## src/source/tlb_way_ram.sv

```systemverilog
//////////////////////////////////////////////////
// single-port synchronous RAM for one TLB way
// holds either the tags or the PTEs of that way
// read data shows up the cycle after req_i
//////////////////////////////////////////////////

`timescale 1ns/1ns

module tlb_way_ram #(
    parameter int unsigned DATA_WIDTH = 32,
    parameter int unsigned NUM_WORDS  = 64
) (
    input  logic                         clk_i,
    input  logic                         req_i,    // access this cycle
    input  logic                         we_i,     // write when set, read otherwise
    input  logic [$clog2(NUM_WORDS)-1:0] addr_i,
    input  logic [DATA_WIDTH-1:0]        wdata_i,
    output logic [DATA_WIDTH-1:0]        rdata_o
);

    logic [DATA_WIDTH-1:0] mem_q [NUM_WORDS];
    logic [DATA_WIDTH-1:0] rdata_q;

    //////////////////////////////////////////////////
    // array access
    //////////////////////////////////////////////////

    always_ff @(posedge clk_i) begin
        if (req_i) begin
            if (we_i) begin
                mem_q[addr_i] <= wdata_i;  // rdata_q keeps the last read
            end else begin
                rdata_q <= mem_q[addr_i];
            end
        end
    end

    assign rdata_o = rdata_q;

endmodule

```

## config.mk

```make
export PLATFORM = sky130hd
export DESIGN_NAME = tlb_way_ram
export DESIGN_NICKNAME = d
export VERILOG_FILES = /design/src/source/tlb_way_ram.sv
export SDC_FILE = /design/constraint.sdc
export NUM_CORES = 2
export LEC_CHECK = 0
export ABC_CLOCK_PERIOD_IN_PS = 7150
export BUFFER_PORTS_ARGS = -buffer_cell sky130_fd_sc_hd__buf_2
export CAP_MARGIN = 0
export CORE_ASPECT_RATIO = 0.75
export CORE_MARGIN = 2
export CORE_UTILIZATION = 43
export CTS_BUF_LIST = sky130_fd_sc_hd__clkbuf_16
export DETAILED_ROUTE_END_ITERATION = 8
export HOLD_SLACK_MARGIN = 0.03
export PLACE_DENSITY = 0.63
export REMOVE_ABC_BUFFERS = 1
export SYNTH_ARGS = -nofsm -noshare
export SYNTH_HDL_FRONTEND = slang
export SYNTH_SLANG_ARGS = --single-unit
```

## constraint.sdc

```tcl
create_clock -name clk_i -period 7.15 [get_ports clk_i]
set_input_delay 1.7875 -clock clk_i [delete_from_list [all_inputs] [get_ports clk_i]]
set_output_delay 1.7875 -clock clk_i [all_outputs]
set_load 0.02 [all_outputs]
```

Word level (Yosys, flattened, before mapping) --
Memory sizes are Yosys's and may differ from the RTL's. A register that Yosys moved wholly into a read port is not among the register bits. Index checks and enable logic that the tools add are counted.
Word-level totals: register bits 0, memories 1, word-level logic and storage cells 6, bits of input ports 41, RAM bits 2048
Memory list:
- mem_q | words 64, bits a word 32, rd ports 1, clocked after memory_dff 1, write ports 1, RTL line 21 | logic [DATA_WIDTH-1:0] mem_q [NUM_WORDS];
Cells by class: reduce and logical (&&, ||, !) cells 1, multiplexer cells 3, bitwise logic cells 1
Operator list (count):
- 2-to-1 mux 1 bit | 3
- AND reduction 2 bit | 1
- inverter 1 bit | 1

Longest topological paths before layout --
depth in word-level cells 3, gate-level depth with buffers 12, mapped depth without buffers 6

Worst setup path before layout --
OpenSTA, ideal clock, no wires.
path type input -> register, from in addr_i[2], to mem mem_q[15][0] (enable), setup time 0.421 ns, path slack 1.989 ns, stages on the path 9, arrival time 4.740 ns, cells stage by stage buf_6 > buf_4 > buf_4 > buf_2 > buf_2 > clkbuf_1 > and3_1 > nand2_1 > nor2_1
RTL lines:
- start: declaration | RTL line 16 | input logic [$clog2(NUM_WORDS)-1:0] addr_i,
- end: declaration | RTL line 21
Straight into the memory's write port.

==> metrics.json <==
{
  "cell_type_with_the_highest_aggregate_area_in_the_netlist": "sky130_fd_sc_hd__edfxtp_1",
  "post_synth_num_cell_types": 54,
  "routed_wire_length_per_instance_um": 32.4,
  "required_ps": 7720,
  "clock_path_buffers": 3,
  "timing_hold_violations_final": 0,
  "clock-sinks": 2080,
  "worst_setup_path_end_kind": "flip-flop",
  "drc_errors": 0,
  "cap_violations": 0,
  "final_antenna_net_count": 0,
  "reg2reg_from": "mem_q[44][1]$_DFFE_PP_",
  "synth_area_sq_um": 78500,
  "grt_pass1_vias": 42200,
  "criticalPathCategory": "in -> reg",
  "postRouteWirelength_um": 229000,
  "crit_path_top_delay_cell": "sky130_fd_sc_hd__nand2_2",
  "grt.overflow.total": 0,
  "drt_iter0_markers": 7766,
  "timing.critical_path.fanout_max": 51,
  "placementRows": 135,
  "power_per_cell_area_nw_per_um2": 279,
  "cts-htree-levels": 4,
  "drtPass1Iterations": 6,
  "power.ir.vdd_worst_v": 0.000183,
  "globalRouteTotalUtil_pct": 24.2,
  "postLayoutSetupSlackWorst_ps": 2280,
  "setup.worst_path.start_class": "input port",
  "routed-via-count": 45200,
  "design.core.area_sq_um": 181000,
  "syn_avg_cell_area_sq_um": 17.7,
  "cts_tree": "done",
  "synth_cells": 4436,
  "hold_slack_ps": 722,
  "final_net_count": 4575,
  "clk_root_buffer_cell": "sky130_fd_sc_hd__clkbuf_16",
  "status": "completed",
  "top_level_ports": 73,
  "fin_setup_tns_ps": 0,
  "setup_viol": 0,
  "share_of_the_core_filled_with_cells_in_the_final_layout_pct": 48.9,
  "buffer_ports.inserted": 72,
  "power.static_leakage_uw": 0.0277,
  "p_total_uw": 24600,
  "synth.yosys.warnings": 0,
  "dp_hpwl_um": 136000,
  "post_cts_buffers": 0,
  "cp.arrival_ps": 5440,
  "die_x_um": 497,
  "cts_repair_resize_count": 0,
  "synth-async-reset-ratio_pct": 0,
  "worst_slew_pin_slew_ps": 1400,
  "timing.critical_path.cells": "buf_8 -> inv_4 -> nand2_2 -> buf_4 -> o22ai_1 -> a311oi_1 -> o221ai_1 -> or3_1",
  "synth_enable_flop_cells": 2080,
  "pin_count_of_the_biggest_net_entering_global_routing": 120,
  "die_h_um": 374,
  "timing.clock.skew_ps": 26.4,
  "rsz_0062_raised_after_global_routing": "no",
  "worst_path_largest_cell_delay_ps": 930,
  "cts-hold-fix-buffers": 0,
  "worstSkewPairLatency_ps": 830,
  "clk_pin_slew_worst_paths_ps": 60,
  "final_layout_size_suffix_gt1_share_pct": 14.3,
  "worstSetupStartpoint": "addr_i[1]",
  "initial_antenna_violation_count": 24,
  "cts_inserted_buffers": 184,
  "maxSlewViolCount": 0,
  "layout.cells.most_common_list": "sky130_fd_sc_hd__edfxtp_1 (2080), sky130_fd_sc_hd__a22oi_1 (477), sky130_fd_sc_hd__mux2i_1 (242)",
  "post_synthesis_sequential_element_count": 2080,
  "die_area_sq_um": 186000,
  "synth_top_area_share_pct": 79.6,
  "worst_min_delay_path_category": "reg -> reg",
  "layout.cells.most_common": "sky130_fd_sc_hd__edfxtp_1",
  "finalWorstPathRequiredPeriod_ps": 4870,
  "avgViaCountPerCell": 6.39,
  "layout-area-overhead-vs-synth_pct": 12.6,
  "dpl_worst_slack_ps": 1580,
  "hp-start": "mem_q[18][13]$_DFFE_PP_",
  "initial_utilization_pct": 43.4,
  "relSlewSlack_pct": 6.37,
  "timing.final.crit_share_pct": 68.1,
  "grt_pass1_wl_um": 324000,
  "fmaxAchievable_ghz": 0.205,
  "synth.top_cells.by_area": "sky130_fd_sc_hd__edfxtp_1 (80%), sky130_fd_sc_hd__a22oi_1 (4.6%), sky130_fd_sc_hd__mux2i_1 (3.1%), sky130_fd_sc_hd__o22ai_1 (1.9%), sky130_fd_sc_hd__a221oi_1 (1.9%)",
  "routabilityCongestion": 0.882,
  "fraction_of_the_yosys_area_taken_by_sequential_cells_pct": 79.6,
  "synth_top_flop_cell": "sky130_fd_sc_hd__edfxtp_1"
}
metal layers:
layer	up-vias	global-route usage (%)	wire (um)
met5	-	0	0
li1	18700	-	-
met1	23300	37.7	97900
met4	0	5.26	4120
met2	3033	33.6	96600
met3	236	6.43	30600
cells by family (layout without fill, tap and decap cells):
family          after synthesis  after routing  synth area share, %
compound gates             1283           1283                 11.8
simple gates                419            419                 2.44
mux                         322            322                 4.35
other cells                   0              5                    0
buf+inv                     332            574                 1.80
flops                      2080           2080                 79.6
state kept, by name (all words and copies together) (netlist names):
| signal | count |
|---|---|
| rdata_o | 32 |
| mem_q | 2048 |
through the flow:
step,instance area (sq um),cells
CTS,88400,7074
finish,88400,7080
global route,88400,7077
detailed placement,82500,6744
global placement,82500,6744
floorplan,77100,4107
power by group:
| group | internal [uW] | total [uW] | switching [uW] |
|---|---|---|---|
| logic | 335 | 1310 | 974 |
| registers | 13500 | 13500 | 30.4 |
| clock network | 5360 | 9830 | 4470 |
| total | 19200 | 24600 | 5470 |
layout make-up:
class                      instances  area, sq um
antenna                            5         12.5
sequential                      2080        62500
fill                           14700        92500
tap                             2397         3000
multi-input combinational       2024        15200
timing repair buffer             241         1810
clock buffer                     185         4630
clock inverter                   145         1250
inverter                           3         13.8
synth_stat cells, types with 6 or more instances:
cell                       number
sky130_fd_sc_hd__edfxtp_1    2080
sky130_fd_sc_hd__a22oi_1      477
sky130_fd_sc_hd__mux2i_1      242
sky130_fd_sc_hd__o22ai_1      238
sky130_fd_sc_hd__clkbuf_1     201
sky130_fd_sc_hd__a221oi_1     166
sky130_fd_sc_hd__nor2_1       155
sky130_fd_sc_hd__nand2_1      117
sky130_fd_sc_hd__o21ai_0       97
sky130_fd_sc_hd__mux2_2        72
sky130_fd_sc_hd__a21oi_1       70
sky130_fd_sc_hd__buf_2         59
sky130_fd_sc_hd__buf_1         53
sky130_fd_sc_hd__nor3_1        49
sky130_fd_sc_hd__a31oi_1       44
sky130_fd_sc_hd__o22a_1        30
sky130_fd_sc_hd__or3_1         30
sky130_fd_sc_hd__a22o_1        29
sky130_fd_sc_hd__o221ai_1      21
sky130_fd_sc_hd__a211oi_1      17
sky130_fd_sc_hd__a211o_1       16
sky130_fd_sc_hd__a311oi_1      16
sky130_fd_sc_hd__nor4_1        15
sky130_fd_sc_hd__o211ai_1      15
sky130_fd_sc_hd__a21boi_0      14
sky130_fd_sc_hd__a221o_1       14
sky130_fd_sc_hd__or4_1         14
sky130_fd_sc_hd__nor2b_1       10
sky130_fd_sc_hd__buf_4          8
sky130_fd_sc_hd__buf_6          8
sky130_fd_sc_hd__mux4_2         8
sky130_fd_sc_hd__nand3_1        6
worst paths after layout:
kind	depth (start not counted)	slack (ps)	to
max reg2reg	5	4450	rdata_o[1]$_DFFE_PP_
max	8	2280	rdata_o[7]$_DFFE_PP_
min	3	720	rdata_o[13]$_DFFE_PP_
min reg2reg	3	720	rdata_o[13]$_DFFE_PP_
critical path: cells and delay by family:
kind                   cells  cell delay (ps)
AND/OR/NAND/NOR            2             1390
buffers and inverters      3             1220
AO/OA/AOI/OAI              3              840
Power figures use the tool's default switching activity.
