===== config.mk =====
export PLATFORM = sky130hd
export DESIGN_NAME = tlb_victim_sel
export DESIGN_NICKNAME = d
export VERILOG_FILES = /design/src/source/shared_tlb_pkg.sv /design/src/source/tlb_victim_sel.sv
export VERILOG_INCLUDE_DIRS = /design/src /design/src/source
export SDC_FILE = /design/constraint.sdc
export NUM_CORES = 1
export LEC_CHECK = 0
export ABC_AREA = 1
export BUFFER_PORTS_ARGS = -buffer_cell sky130_fd_sc_hd__buf_2
export CORE_MARGIN = 2
export CORE_UTILIZATION = 25
export DETAILED_ROUTE_END_ITERATION = 12
export MAX_ROUTING_LAYER = met4
export PLACE_DENSITY = 0.47
export REMOVE_ABC_BUFFERS = 1
export SLEW_MARGIN = 20
export SYNTH_ARGS = -nofsm -noshare
export SYNTH_HDL_FRONTEND = slang
export SYNTH_SLANG_ARGS = --single-unit

===== constraint.sdc =====
create_clock -name clk_i -period 1.07 [get_ports clk_i]
set_input_delay 0 -clock clk_i [delete_from_list [all_inputs] [get_ports clk_i]]
set_output_delay 0 -clock clk_i [all_outputs]
set_load 0.01 [all_outputs]

===== src/source/shared_tlb_defs.svh =====
//////////////////////////////////////////////////
// sizing constants for the shared TLB
// include wherever the set count, way count or
// ASID width is needed
//////////////////////////////////////////////////

`ifndef SHARED_TLB_DEFS_SVH
`define SHARED_TLB_DEFS_SVH

// number of sets
`define SHARED_TLB_DEPTH 16

// associativity
`define SHARED_TLB_WAYS 2

`define ASID_WIDTH 16

// set index bits, log2 of the depth
`define SHARED_TLB_IDX_W 4

`endif


===== src/source/shared_tlb_pkg.sv =====
//////////////////////////////////////////////////
// types shared by the shared TLB, its RAMs, the
// victim selector and the testbench
// Sv39 address, PTE, tag and refill records
//////////////////////////////////////////////////

`include "shared_tlb_defs.svh"

package shared_tlb_pkg;

    typedef logic [38:0] vaddr_t;      // sv39 virtual address
    typedef logic [26:0] vpn_t;        // vpn2, vpn1, vpn0
    typedef logic [8:0]  vpn_part_t;   // one level of the vpn
    typedef logic [43:0] ppn_t;
    typedef logic [`ASID_WIDTH-1:0] asid_t;

    // way bookkeeping
    typedef logic [$clog2(`SHARED_TLB_WAYS)-1:0] way_idx_t;
    typedef logic [`SHARED_TLB_WAYS-1:0]         way_mask_t;

    // sv39 page table entry, 64 bits
    typedef struct packed {
        logic [9:0] reserved;
        ppn_t       ppn;
        logic [1:0] rsw;
        logic       d;
        logic       a;
        logic       g;           // global, matches any asid
        logic       u;
        logic       x;
        logic       w;
        logic       r;
        logic       v;
    } pte_t;

    // tag word, valid bits live in flops
    typedef struct packed {
        asid_t     asid;
        vpn_part_t vpn2;
        vpn_part_t vpn1;
        vpn_part_t vpn0;
        logic      is_2M;
        logic      is_1G;
    } tag_t;

    // refill record, walker to shared TLB and shared TLB to i/d TLB
    typedef struct packed {
        logic  valid;
        logic  is_2M;
        logic  is_1G;
        vpn_t  vpn;
        asid_t asid;
        pte_t  content;
    } tlb_update_t;

endpackage


===== src/source/tlb_victim_sel.sv =====
//////////////////////////////////////////////////
// replacement way selection for the shared TLB
// lowest invalid way first, pseudo random way
// from an 8-bit LFSR once the set is full
//////////////////////////////////////////////////

`timescale 1ns/1ns
`include "shared_tlb_defs.svh"

module tlb_victim_sel import shared_tlb_pkg::*; (
    input  logic      clk_i,
    input  logic      rst_ni,
    input  logic      update_i,     // refill write this cycle
    input  way_mask_t set_valid_i,  // valid bits of the target set
    output way_mask_t victim_o      // one-hot, zero without update
);

    localparam logic [7:0] LFSR_SEED = 8'hA5;

    logic [7:0] lfsr_q;
    logic       lfsr_fb;
    logic       all_valid;
    logic       step_lfsr;
    way_idx_t   inv_way;    // lowest free way
    way_idx_t   rnd_way;
    way_idx_t   repl_way;

    //////////////////////////////////////////////////
    // free way scan
    //////////////////////////////////////////////////

    // walk down so the lowest free way is the last one written
    always_comb begin : inv_scan
        inv_way = '0;
        for (int i = `SHARED_TLB_WAYS - 1; i >= 0; i--) begin
            if (!set_valid_i[i]) begin
                inv_way = way_idx_t'(i);
            end
        end
    end

    assign all_valid = &set_valid_i;

    //////////////////////////////////////////////////
    // fibonacci lfsr, x^8 + x^6 + x^5 + x^4 + 1
    //////////////////////////////////////////////////

    assign lfsr_fb   = lfsr_q[7] ^ lfsr_q[5] ^ lfsr_q[4] ^ lfsr_q[3];
    assign step_lfsr = update_i & all_valid;     // only random picks consume it
    assign rnd_way   = lfsr_q[$bits(way_idx_t)-1:0];

    always_ff @(posedge clk_i or negedge rst_ni) begin
        if (!rst_ni) begin
            lfsr_q <= LFSR_SEED;
        end else if (step_lfsr) begin
            lfsr_q <= {lfsr_q[6:0], lfsr_fb};
        end
    end

    assign repl_way = all_valid ? rnd_way : inv_way;

    always_comb begin : victim_oh
        victim_o = '0;
        if (update_i) begin
            victim_o[repl_way] = 1'b1;
        end
    end

    // a zero state would lock the sequence
    a_lfsr_nonzero : assert property (@(posedge clk_i) disable iff (!rst_ni)
        lfsr_q != '0);

endmodule


### Word level (Yosys, flattened, before mapping)

Index checks and enable logic that the tools add are counted.

* register bits: 8
* latch bits: 0
* bits in writable memories: 0
* bits in read-only memories: 0
* output and inout bits: 2
* logic and storage cells: 15
* memories kept: 0

* add/sub/neg operators: 0
* multiply operators: 0
* div/mod/pow operators: 0
* $lt $le $gt $ge: 2
* equality and inequality tests: 0
* shifts and indexed selects: 0
* multiplexer cells: 6
* bitwise gates (word level): 4
* reductions and logical operators: 2

Operators with widths (count)
* 1-bit 2-to-1 mux: 4
* 1-bit bitwise XOR: 3
* 1-bit by 2-bit < comparator with 1-bit output, second input constant: 1
* 2-bit 2-to-1 mux: 1
* 2-bit AND reduction: 1
* 1-bit bitwise AND: 1
* 1-bit demux with 1-bit select: 1
* 1-bit greater-or-equal comparator, second input constant: 1
* 1-bit logical AND: 1

### Longest topological paths before layout

Gate-level depths: netlist of run 1.

* depth in word-level cells: 8
* gate-level depth with buffers: 6

### Worst setup path after synthesis of run 1

OpenSTA, ideal clock, no wires.

* path type: register -> register
* start point: reg lfsr_q[5]
* end point: reg lfsr_q[0]
* arrival time: 829 ps
* required time: 1010 ps
* setup slack: 180 ps
* stages on the path, launching flop included: 7
* path buffers: 0
* period minus slack after synthesis: 890 ps
* path through: dfstp_2 inv_1 nand2_1 nand2_1 nand2_1 nand3_2 nand2_1

* cells in the longest elaborated chain, start to end: 3

RTL lines
* start: declaration: RTL line tlb_victim_sel.sv:20 `logic [7:0] lfsr_q;`
* start signal: assignment: RTL line tlb_victim_sel.sv:56 `lfsr_q <= {lfsr_q[6:0], lfsr_fb};`
* 1-bit bitwise XOR (3 in a row): RTL line tlb_victim_sel.sv:48 `assign lfsr_fb = lfsr_q[7] ^ lfsr_q[5] ^ lfsr_q[4] ^ lfsr_q[3];`

No other way between the ends.
A chain may end at the register's enable or synchronous reset.

### Worst setup path in the final report of run 1

* start point: reg lfsr_q[0]
* end point: out victim_o[0]

* cells in the longest elaborated chain, start to end: 6

RTL lines
* 1-bit 2-to-1 mux *: RTL line tlb_victim_sel.sv:60 `assign repl_way = all_valid ? rnd_way : inv_way;`
* 1-bit by 2-bit < comparator with 1-bit output (not written as such) / 1-bit greater-or-equal comparator (equally long branches): RTL line tlb_victim_sel.sv:65 `victim_o[repl_way] = 1'b1;`
* 1-bit logical AND (not written as such): RTL line tlb_victim_sel.sv:65
* 1-bit 2-to-1 mux (not written as such): RTL line tlb_victim_sel.sv:65
* 1-bit demux with 1-bit select *: RTL line tlb_victim_sel.sv:65
* 2-bit 2-to-1 mux *: RTL line tlb_victim_sel.sv:64 `if (update_i) begin`
* end: declaration: RTL line tlb_victim_sel.sv:15 `output way_mask_t victim_o`

Mark *: on every way between the ends. The rest lies on a longest branch, timed or not.

==> results of run 1 <==
## layer usage
metal | vias to the layer above | GRT usage | part of all wire
li1 | 185 | - | -
met1 | 144 | 0.1175 | 0.50
met2 | 4 | 0.1449 | 0.45
met3 | 2 | 0.06122 | 0.041
met4 | 0 | 0.03636 | 0.010
met5 | - | - | 0
## timing repair
| action | CTS | global route |
|---|---|---|
| endpoints found under the setup margin | 2 | 2 |
| hold endpoints to repair | 8 | 0 |
| setup buffers | 1 | 0 |
| gates resized for setup | 2 | 0 |
| hold buffers | 1 | 0 |
| pin swaps | 1 | 0 |
## cell families (layout without fill, tap and decap cells)
kind of cell	count (synthesis)	in the layout	synth area share
AOI/OAI and AO/OA	8	8	0.1067
and+or+nand+nor	27	27	0.2927
buffers and inverters	9	20	0.1006
DFF	8	8	0.5000
## worst paths after layout
path,startpoint,endpoint,slack [ns]
worst max-delay path,lfsr_q[0],victim_o[0],-0.02
worst min-delay path,rst_ni,lfsr_q[4],0.12
worst max register to register,lfsr_q[5],lfsr_q[0],0.10
worst min register to register,lfsr_q[2],lfsr_q[2],0.47
max in group asynchronous,rst_ni,lfsr_q[2],0.71
min in group clk_i,set_valid_i[1],lfsr_q[3],0.15
## Yosys cell counts
master,n,area share
nand2_1,20,0.18
inv_1,8,0.073
o21ai_0,5,0.061
dfrtp_1,4,0.24
dfstp_2,4,0.26
nor2_1,3,0.027
o21ai_1,2,0.024
and2_1,1,0.015
buf_6,1,0.027
nand2_2,1,0.015
nand3_2,1,0.024
nor2_4,1,0.027
o21ai_2,1,0.021
## worst max-delay path, stage by stage (launching register included)
cell and delay (ns):
dfstp_2 0.54, o21ai_2 0.05, and2_1 0.12, buf_2 0.13
## metrics by stage
stage	setup WS, ns	instances	util
finish	-0.02417	79	0.3284
global route	-0.06608	79	0.3284
CTS	-0.04475	79	0.3284
detailed placement	0.1120	74	0.2997
global placement	0.1154	74	0.2997
floorplan	0.1753	51	-
## final cells by class
| class | count | area, um2 |
|---|---|---|
| tap | 16 | 20.02 |
| fill | 167 | 1023 |
| timing repair buffer | 9 | 55.05 |
| inverter | 8 | 30.03 |
| sequential | 8 | 205.2 |
| clock buffer | 3 | 22.52 |
| multi-input combinational | 35 | 167.7 |
## where the power goes
| group | switching, mW | internal (mW) | leakage (nW) |
|---|---|---|---|
| logic | 0.129 | 0.0992 | 0.147 |
| clock network | 0.102 | 0.128 | 0.0138 |
| registers | 0.0466 | 0.408 | 0.0920 |
==> impl_metrics.env, run 1 <==
export IMPL_grt_overflow=0
export IMPL_hold_class="in -> async"
export IMPL_whs_ns=0.1157
export IMPL_layout_setup_ws_ns=-0.02417
export IMPL_postPlaceCellArea_um2=456.7
export IMPL_numCtsBuffers=3
export IMPL_tightestPinTransition_ns=0.1931
export IMPL_arrival_ns=1.09
export IMPL_status="complete, but fails checks"
export IMPL_diodes=0
export IMPL_rsz0062_at_grt="yes"
export IMPL_peakVddDrop_v=0.001128
export IMPL_grt_usage=0.1022
export IMPL_period_share=1.023
export IMPL_reg_top3="lfsr_q: 8 flops"
export IMPL_cts_root_buf="clkbuf_4"
export IMPL_finalCriticalPeriod_ns=1.094
export IMPL_setup_violations=1
export IMPL_fmax_mhz=913.9
export IMPL_cts_tree="done"
export IMPL_nets=70
export IMPL_antenna_found_initial=0
export IMPL_powerDensity_nw_per_um2=1823
export IMPL_grt_pass1_wl_mm=1.366
export IMPL_violations="negative setup slack"
export IMPL_yosysUniqueCellTypes=13
export IMPL_yosysWarnings=0
export IMPL_gp_congestion=0.6727
export IMPL_grt_pass1_vias=319
export IMPL_initial_core_util=0.2693
export IMPL_total_power_mw=0.9123
export IMPL_cap_violations=0
export IMPL_start_kind="flip-flop"
export IMPL_drtPass1Iterations=2
export IMPL_layout_common_cells="nand2_1, inv_1, buf_2"
export IMPL_worstSkewPairLatency_ns=0.25
export IMPL_largest_reg_flops=8
export IMPL_die_area_um2=1982
export IMPL_worst_setup_path_end_kind="output port"
export IMPL_relSlewSlack=0.8713
export IMPL_drt_iter0_drc=7
export IMPL_rows=14
export IMPL_wire_per_inst_um=8.861
export IMPL_routed_wirelength_um=700
export IMPL_route_detailed_drc=0
export IMPL_place_hpwl_um=551.2
export IMPL_synth_area_um2=410.4
export IMPL_postRouteAntennaNets=0
export IMPL_synth_seq_area_share=0.5000
export IMPL_drv_slew=0
export IMPL_reg2reg_depth=6
export IMPL_clock_skew_ns=0.004258
export IMPL_grt_max_degree=9
export IMPL_core_um2=1524
export IMPL_dr_total_vias=335
export IMPL_fp_dieH_um=44.52
export IMPL_p_leak_nw=0.2531
export IMPL_synth_seq_cells=8
export IMPL_avgSynthCellArea_um2=7.892
export IMPL_critPathKind="reg -> out"
export IMPL_clock_path_buffers=2
export IMPL_io_pins=7
export IMPL_drive_gt1_frac=0.3175
export IMPL_top_register="lfsr_q"
export IMPL_fin_setup_tns_ns=-0.02417
export IMPL_clock_sink_count=8
export IMPL_crit_required_ns=1.07
export IMPL_area_growth_pct=21.95
export IMPL_layout_cells_most_common="nand2_1"
export IMPL_die_width_um=44.52
export IMPL_finalHoldViolCount=0
export IMPL_numPortBuffers=6
export IMPL_crit_fanout=2
export IMPL_design_area_um2=500.5
export IMPL_path_clk_slew_ns=0.06
export IMPL_synthCells=52
export IMPL_routed_via_density=4.241
export IMPL_htreeDepth=1
Note: power is estimated with default switching activity, not from simulation.
==> inputs of run 2 (changes only) <==
clock period = 1.3 ns   (was 1.07 ns; I/O delays follow)
==> run 2 against run 1 <==
Global-route usage decreased by 0.78 points. Total power down 18%. Sequential power down 17%. Non-clock buffer count shrank 2. Register-to-register slack gained 0.25 ns. Wire length is 4.7% lower. The run now ends clean. Via count decreased by 2.7%. Setup slack improved by 0.16 ns. Core utilization shrank 0.99 points. Count of clock-buffer cells in the layout up 1. Critical endpoint unchanged.
==> impl_metrics.env, run 2 (synthesis gave the netlist of run 1 again) <==
export IMPL_nets=68
export IMPL_drt_iter0_drc=7
export IMPL_clock_sink_count=8
export IMPL_total_power_mw=0.7440
export IMPL_grt_pass1_vias=281
export IMPL_postPlaceCellArea_um2=449.2
export IMPL_status="complete, no violations"
export IMPL_die_area_um2=1982
export IMPL_p_comb_frac=0.223
export IMPL_wire_per_inst_um=8.551
export IMPL_hold_class="in -> reg"
export IMPL_grt_usage=0.09437
export IMPL_post_cts_buffers=0
export IMPL_pre_cts_slack_ns=0.3514
export IMPL_critPathKind="reg -> out"
export IMPL_place_hpwl_um=509.3
export IMPL_numCtsBuffers=3
export IMPL_peakVddDrop_v=0.0006878
export IMPL_crit_fanout=3
export IMPL_p_leak_nw=0.2429
export IMPL_clock_path_buffers=2
export IMPL_wl_met3_um=44
export IMPL_setup_violations=0
export IMPL_dr_total_vias=326
export IMPL_drv_slew=0
export IMPL_fillerInstances=160
export IMPL_routed_via_density=4.179
export IMPL_top_register="lfsr_q"
export IMPL_io_pins=7
export IMPL_final_cells=78
export IMPL_start_kind="flip-flop"
export IMPL_route_detailed_drc=0
export IMPL_worst_setup_path_end_kind="output port"
export IMPL_largest_reg_flops=8
export IMPL_drive_gt1_frac=0.2742
export IMPL_final_util=0.3186
export IMPL_pwr_share_clk=0.274
export IMPL_fin_setup_tns_ns=0
export IMPL_path_clk_slew_ns=0.05
export IMPL_grt_max_degree=13
export IMPL_period_share=0.8970
export IMPL_tightestPinTransition_ns=0.2584
export IMPL_cts_tree="done"
export IMPL_rows=14
export IMPL_cts_root_buf="clkbuf_4"
export IMPL_antenna_found_initial=0
export IMPL_rsz0062_at_grt="no"
export IMPL_grt_pass1_wl_mm=1.186
export IMPL_core_um2=1524
export IMPL_die_width_um=44.52
export IMPL_cap_violations=0
export IMPL_clock_skew_ns=0.003410
export IMPL_routed_wirelength_um=667
export IMPL_numPortBuffers=6
export IMPL_gp_congestion=0.7047
export IMPL_relSlewSlack=0.8273
export IMPL_whs_ns=0.09984
export IMPL_layout_common_cells="nand2_1, inv_1, buf_2, o21ai_0"
export IMPL_initial_core_util=0.2693
export IMPL_arrival_ns=1.17
export IMPL_htreeDepth=1
export IMPL_layout_setup_ws_ns=0.1339
export IMPL_crit_required_ns=1.30
export IMPL_grt_overflow=0
export IMPL_finalHoldViolCount=0
export IMPL_dp_cells=73
export IMPL_drt_met1_wl_um=323
export IMPL_design_area_um2=485.5
export IMPL_power_share_sequential=0.504
export IMPL_wl_met2_um=276
export IMPL_fp_dieH_um=44.52
export IMPL_fmax_mhz=857.5
export IMPL_finalCriticalPeriod_ns=1.166
export IMPL_diodes=0
export IMPL_p_switching_mw=0.2237
export IMPL_powerDensity_nw_per_um2=1532
export IMPL_postRouteAntennaNets=0
export IMPL_top_layer_used="met4"
export IMPL_layout_cells_most_common="nand2_1"
export IMPL_reg_top3="lfsr_q: 8 flops"
export IMPL_area_growth_pct=18.29
export IMPL_switching_share=0.3007
export IMPL_worstSkewPairLatency_ns=0.26
export IMPL_p_int_mw=0.5202
export IMPL_drtPass1Iterations=4
-- run 2: changes by cell type in the layout (fill, tap and decap cells not counted) --
cell / previous run / this run
clkbuf_1: 0 / 1
buf_4: 2 / 0
o21ai_0: 4 / 5
o21ai_2: 2 / 1
-- run 2: layout make-up --
type	count	area [um2]	share of cell area
clock buffer	4	26.28	0.05412
inverter	8	30.03	0.06186
multi-input combinational	35	163.9	0.3376
sequential	8	205.2	0.4227
tap	16	20.02	0.04124
timing repair buffer	7	40.04	0.08247
-- run 2: worst max-delay path, stage by stage (launching register included) --
cell and delay [ns]:
dfstp_2 0.54, o21ai_0 0.10, and2_1 0.14, buf_2 0.13
-- run 2: routing by layer --
layer / vias up / global-route usage
met5: - / -
met4: 0 / 0.07273
met3: 4 / 0.06122
met2: 7 / 0.1101
met1: 139 / 0.1100
li1: 176 / -
-- run 2: timing repair --
item	CTS	global route
hold buffers	1	0
endpoints found under the hold margin	8	0
gates resized for setup	0	0
-- run 2: final timing paths --
check	startpoint	endpoint	slack, ns	cells past startpoint
setup / recovery	lfsr_q[0]	victim_o[0]	0.13	3
max in group asynchronous	rst_ni	lfsr_q[0]	0.95	2
hold / removal	set_valid_i[1]	lfsr_q[0]	0.1	5
hold reg to reg	lfsr_q[2]	lfsr_q[2]	0.48	2
min in group asynchronous	rst_ni	lfsr_q[4]	0.11	2
setup reg to reg	lfsr_q[5]	lfsr_q[0]	0.35	6
-- run 2: power by group through the flow --
stage / logic (mW) / registers [mW] / clock network, mW
6_report: 0.166 / 0.375 / 0.204
5_1_grt: 0.198 / 0.383 / 0.237
4_1_cts: 0.170 / 0.375 / 0.217
3_5_place_dp: 0.167 / 0.379 / 0
3_3_place_gp: 0.165 / 0.381 / 0
2_1_floorplan: 0.129 / 0.371 / 0
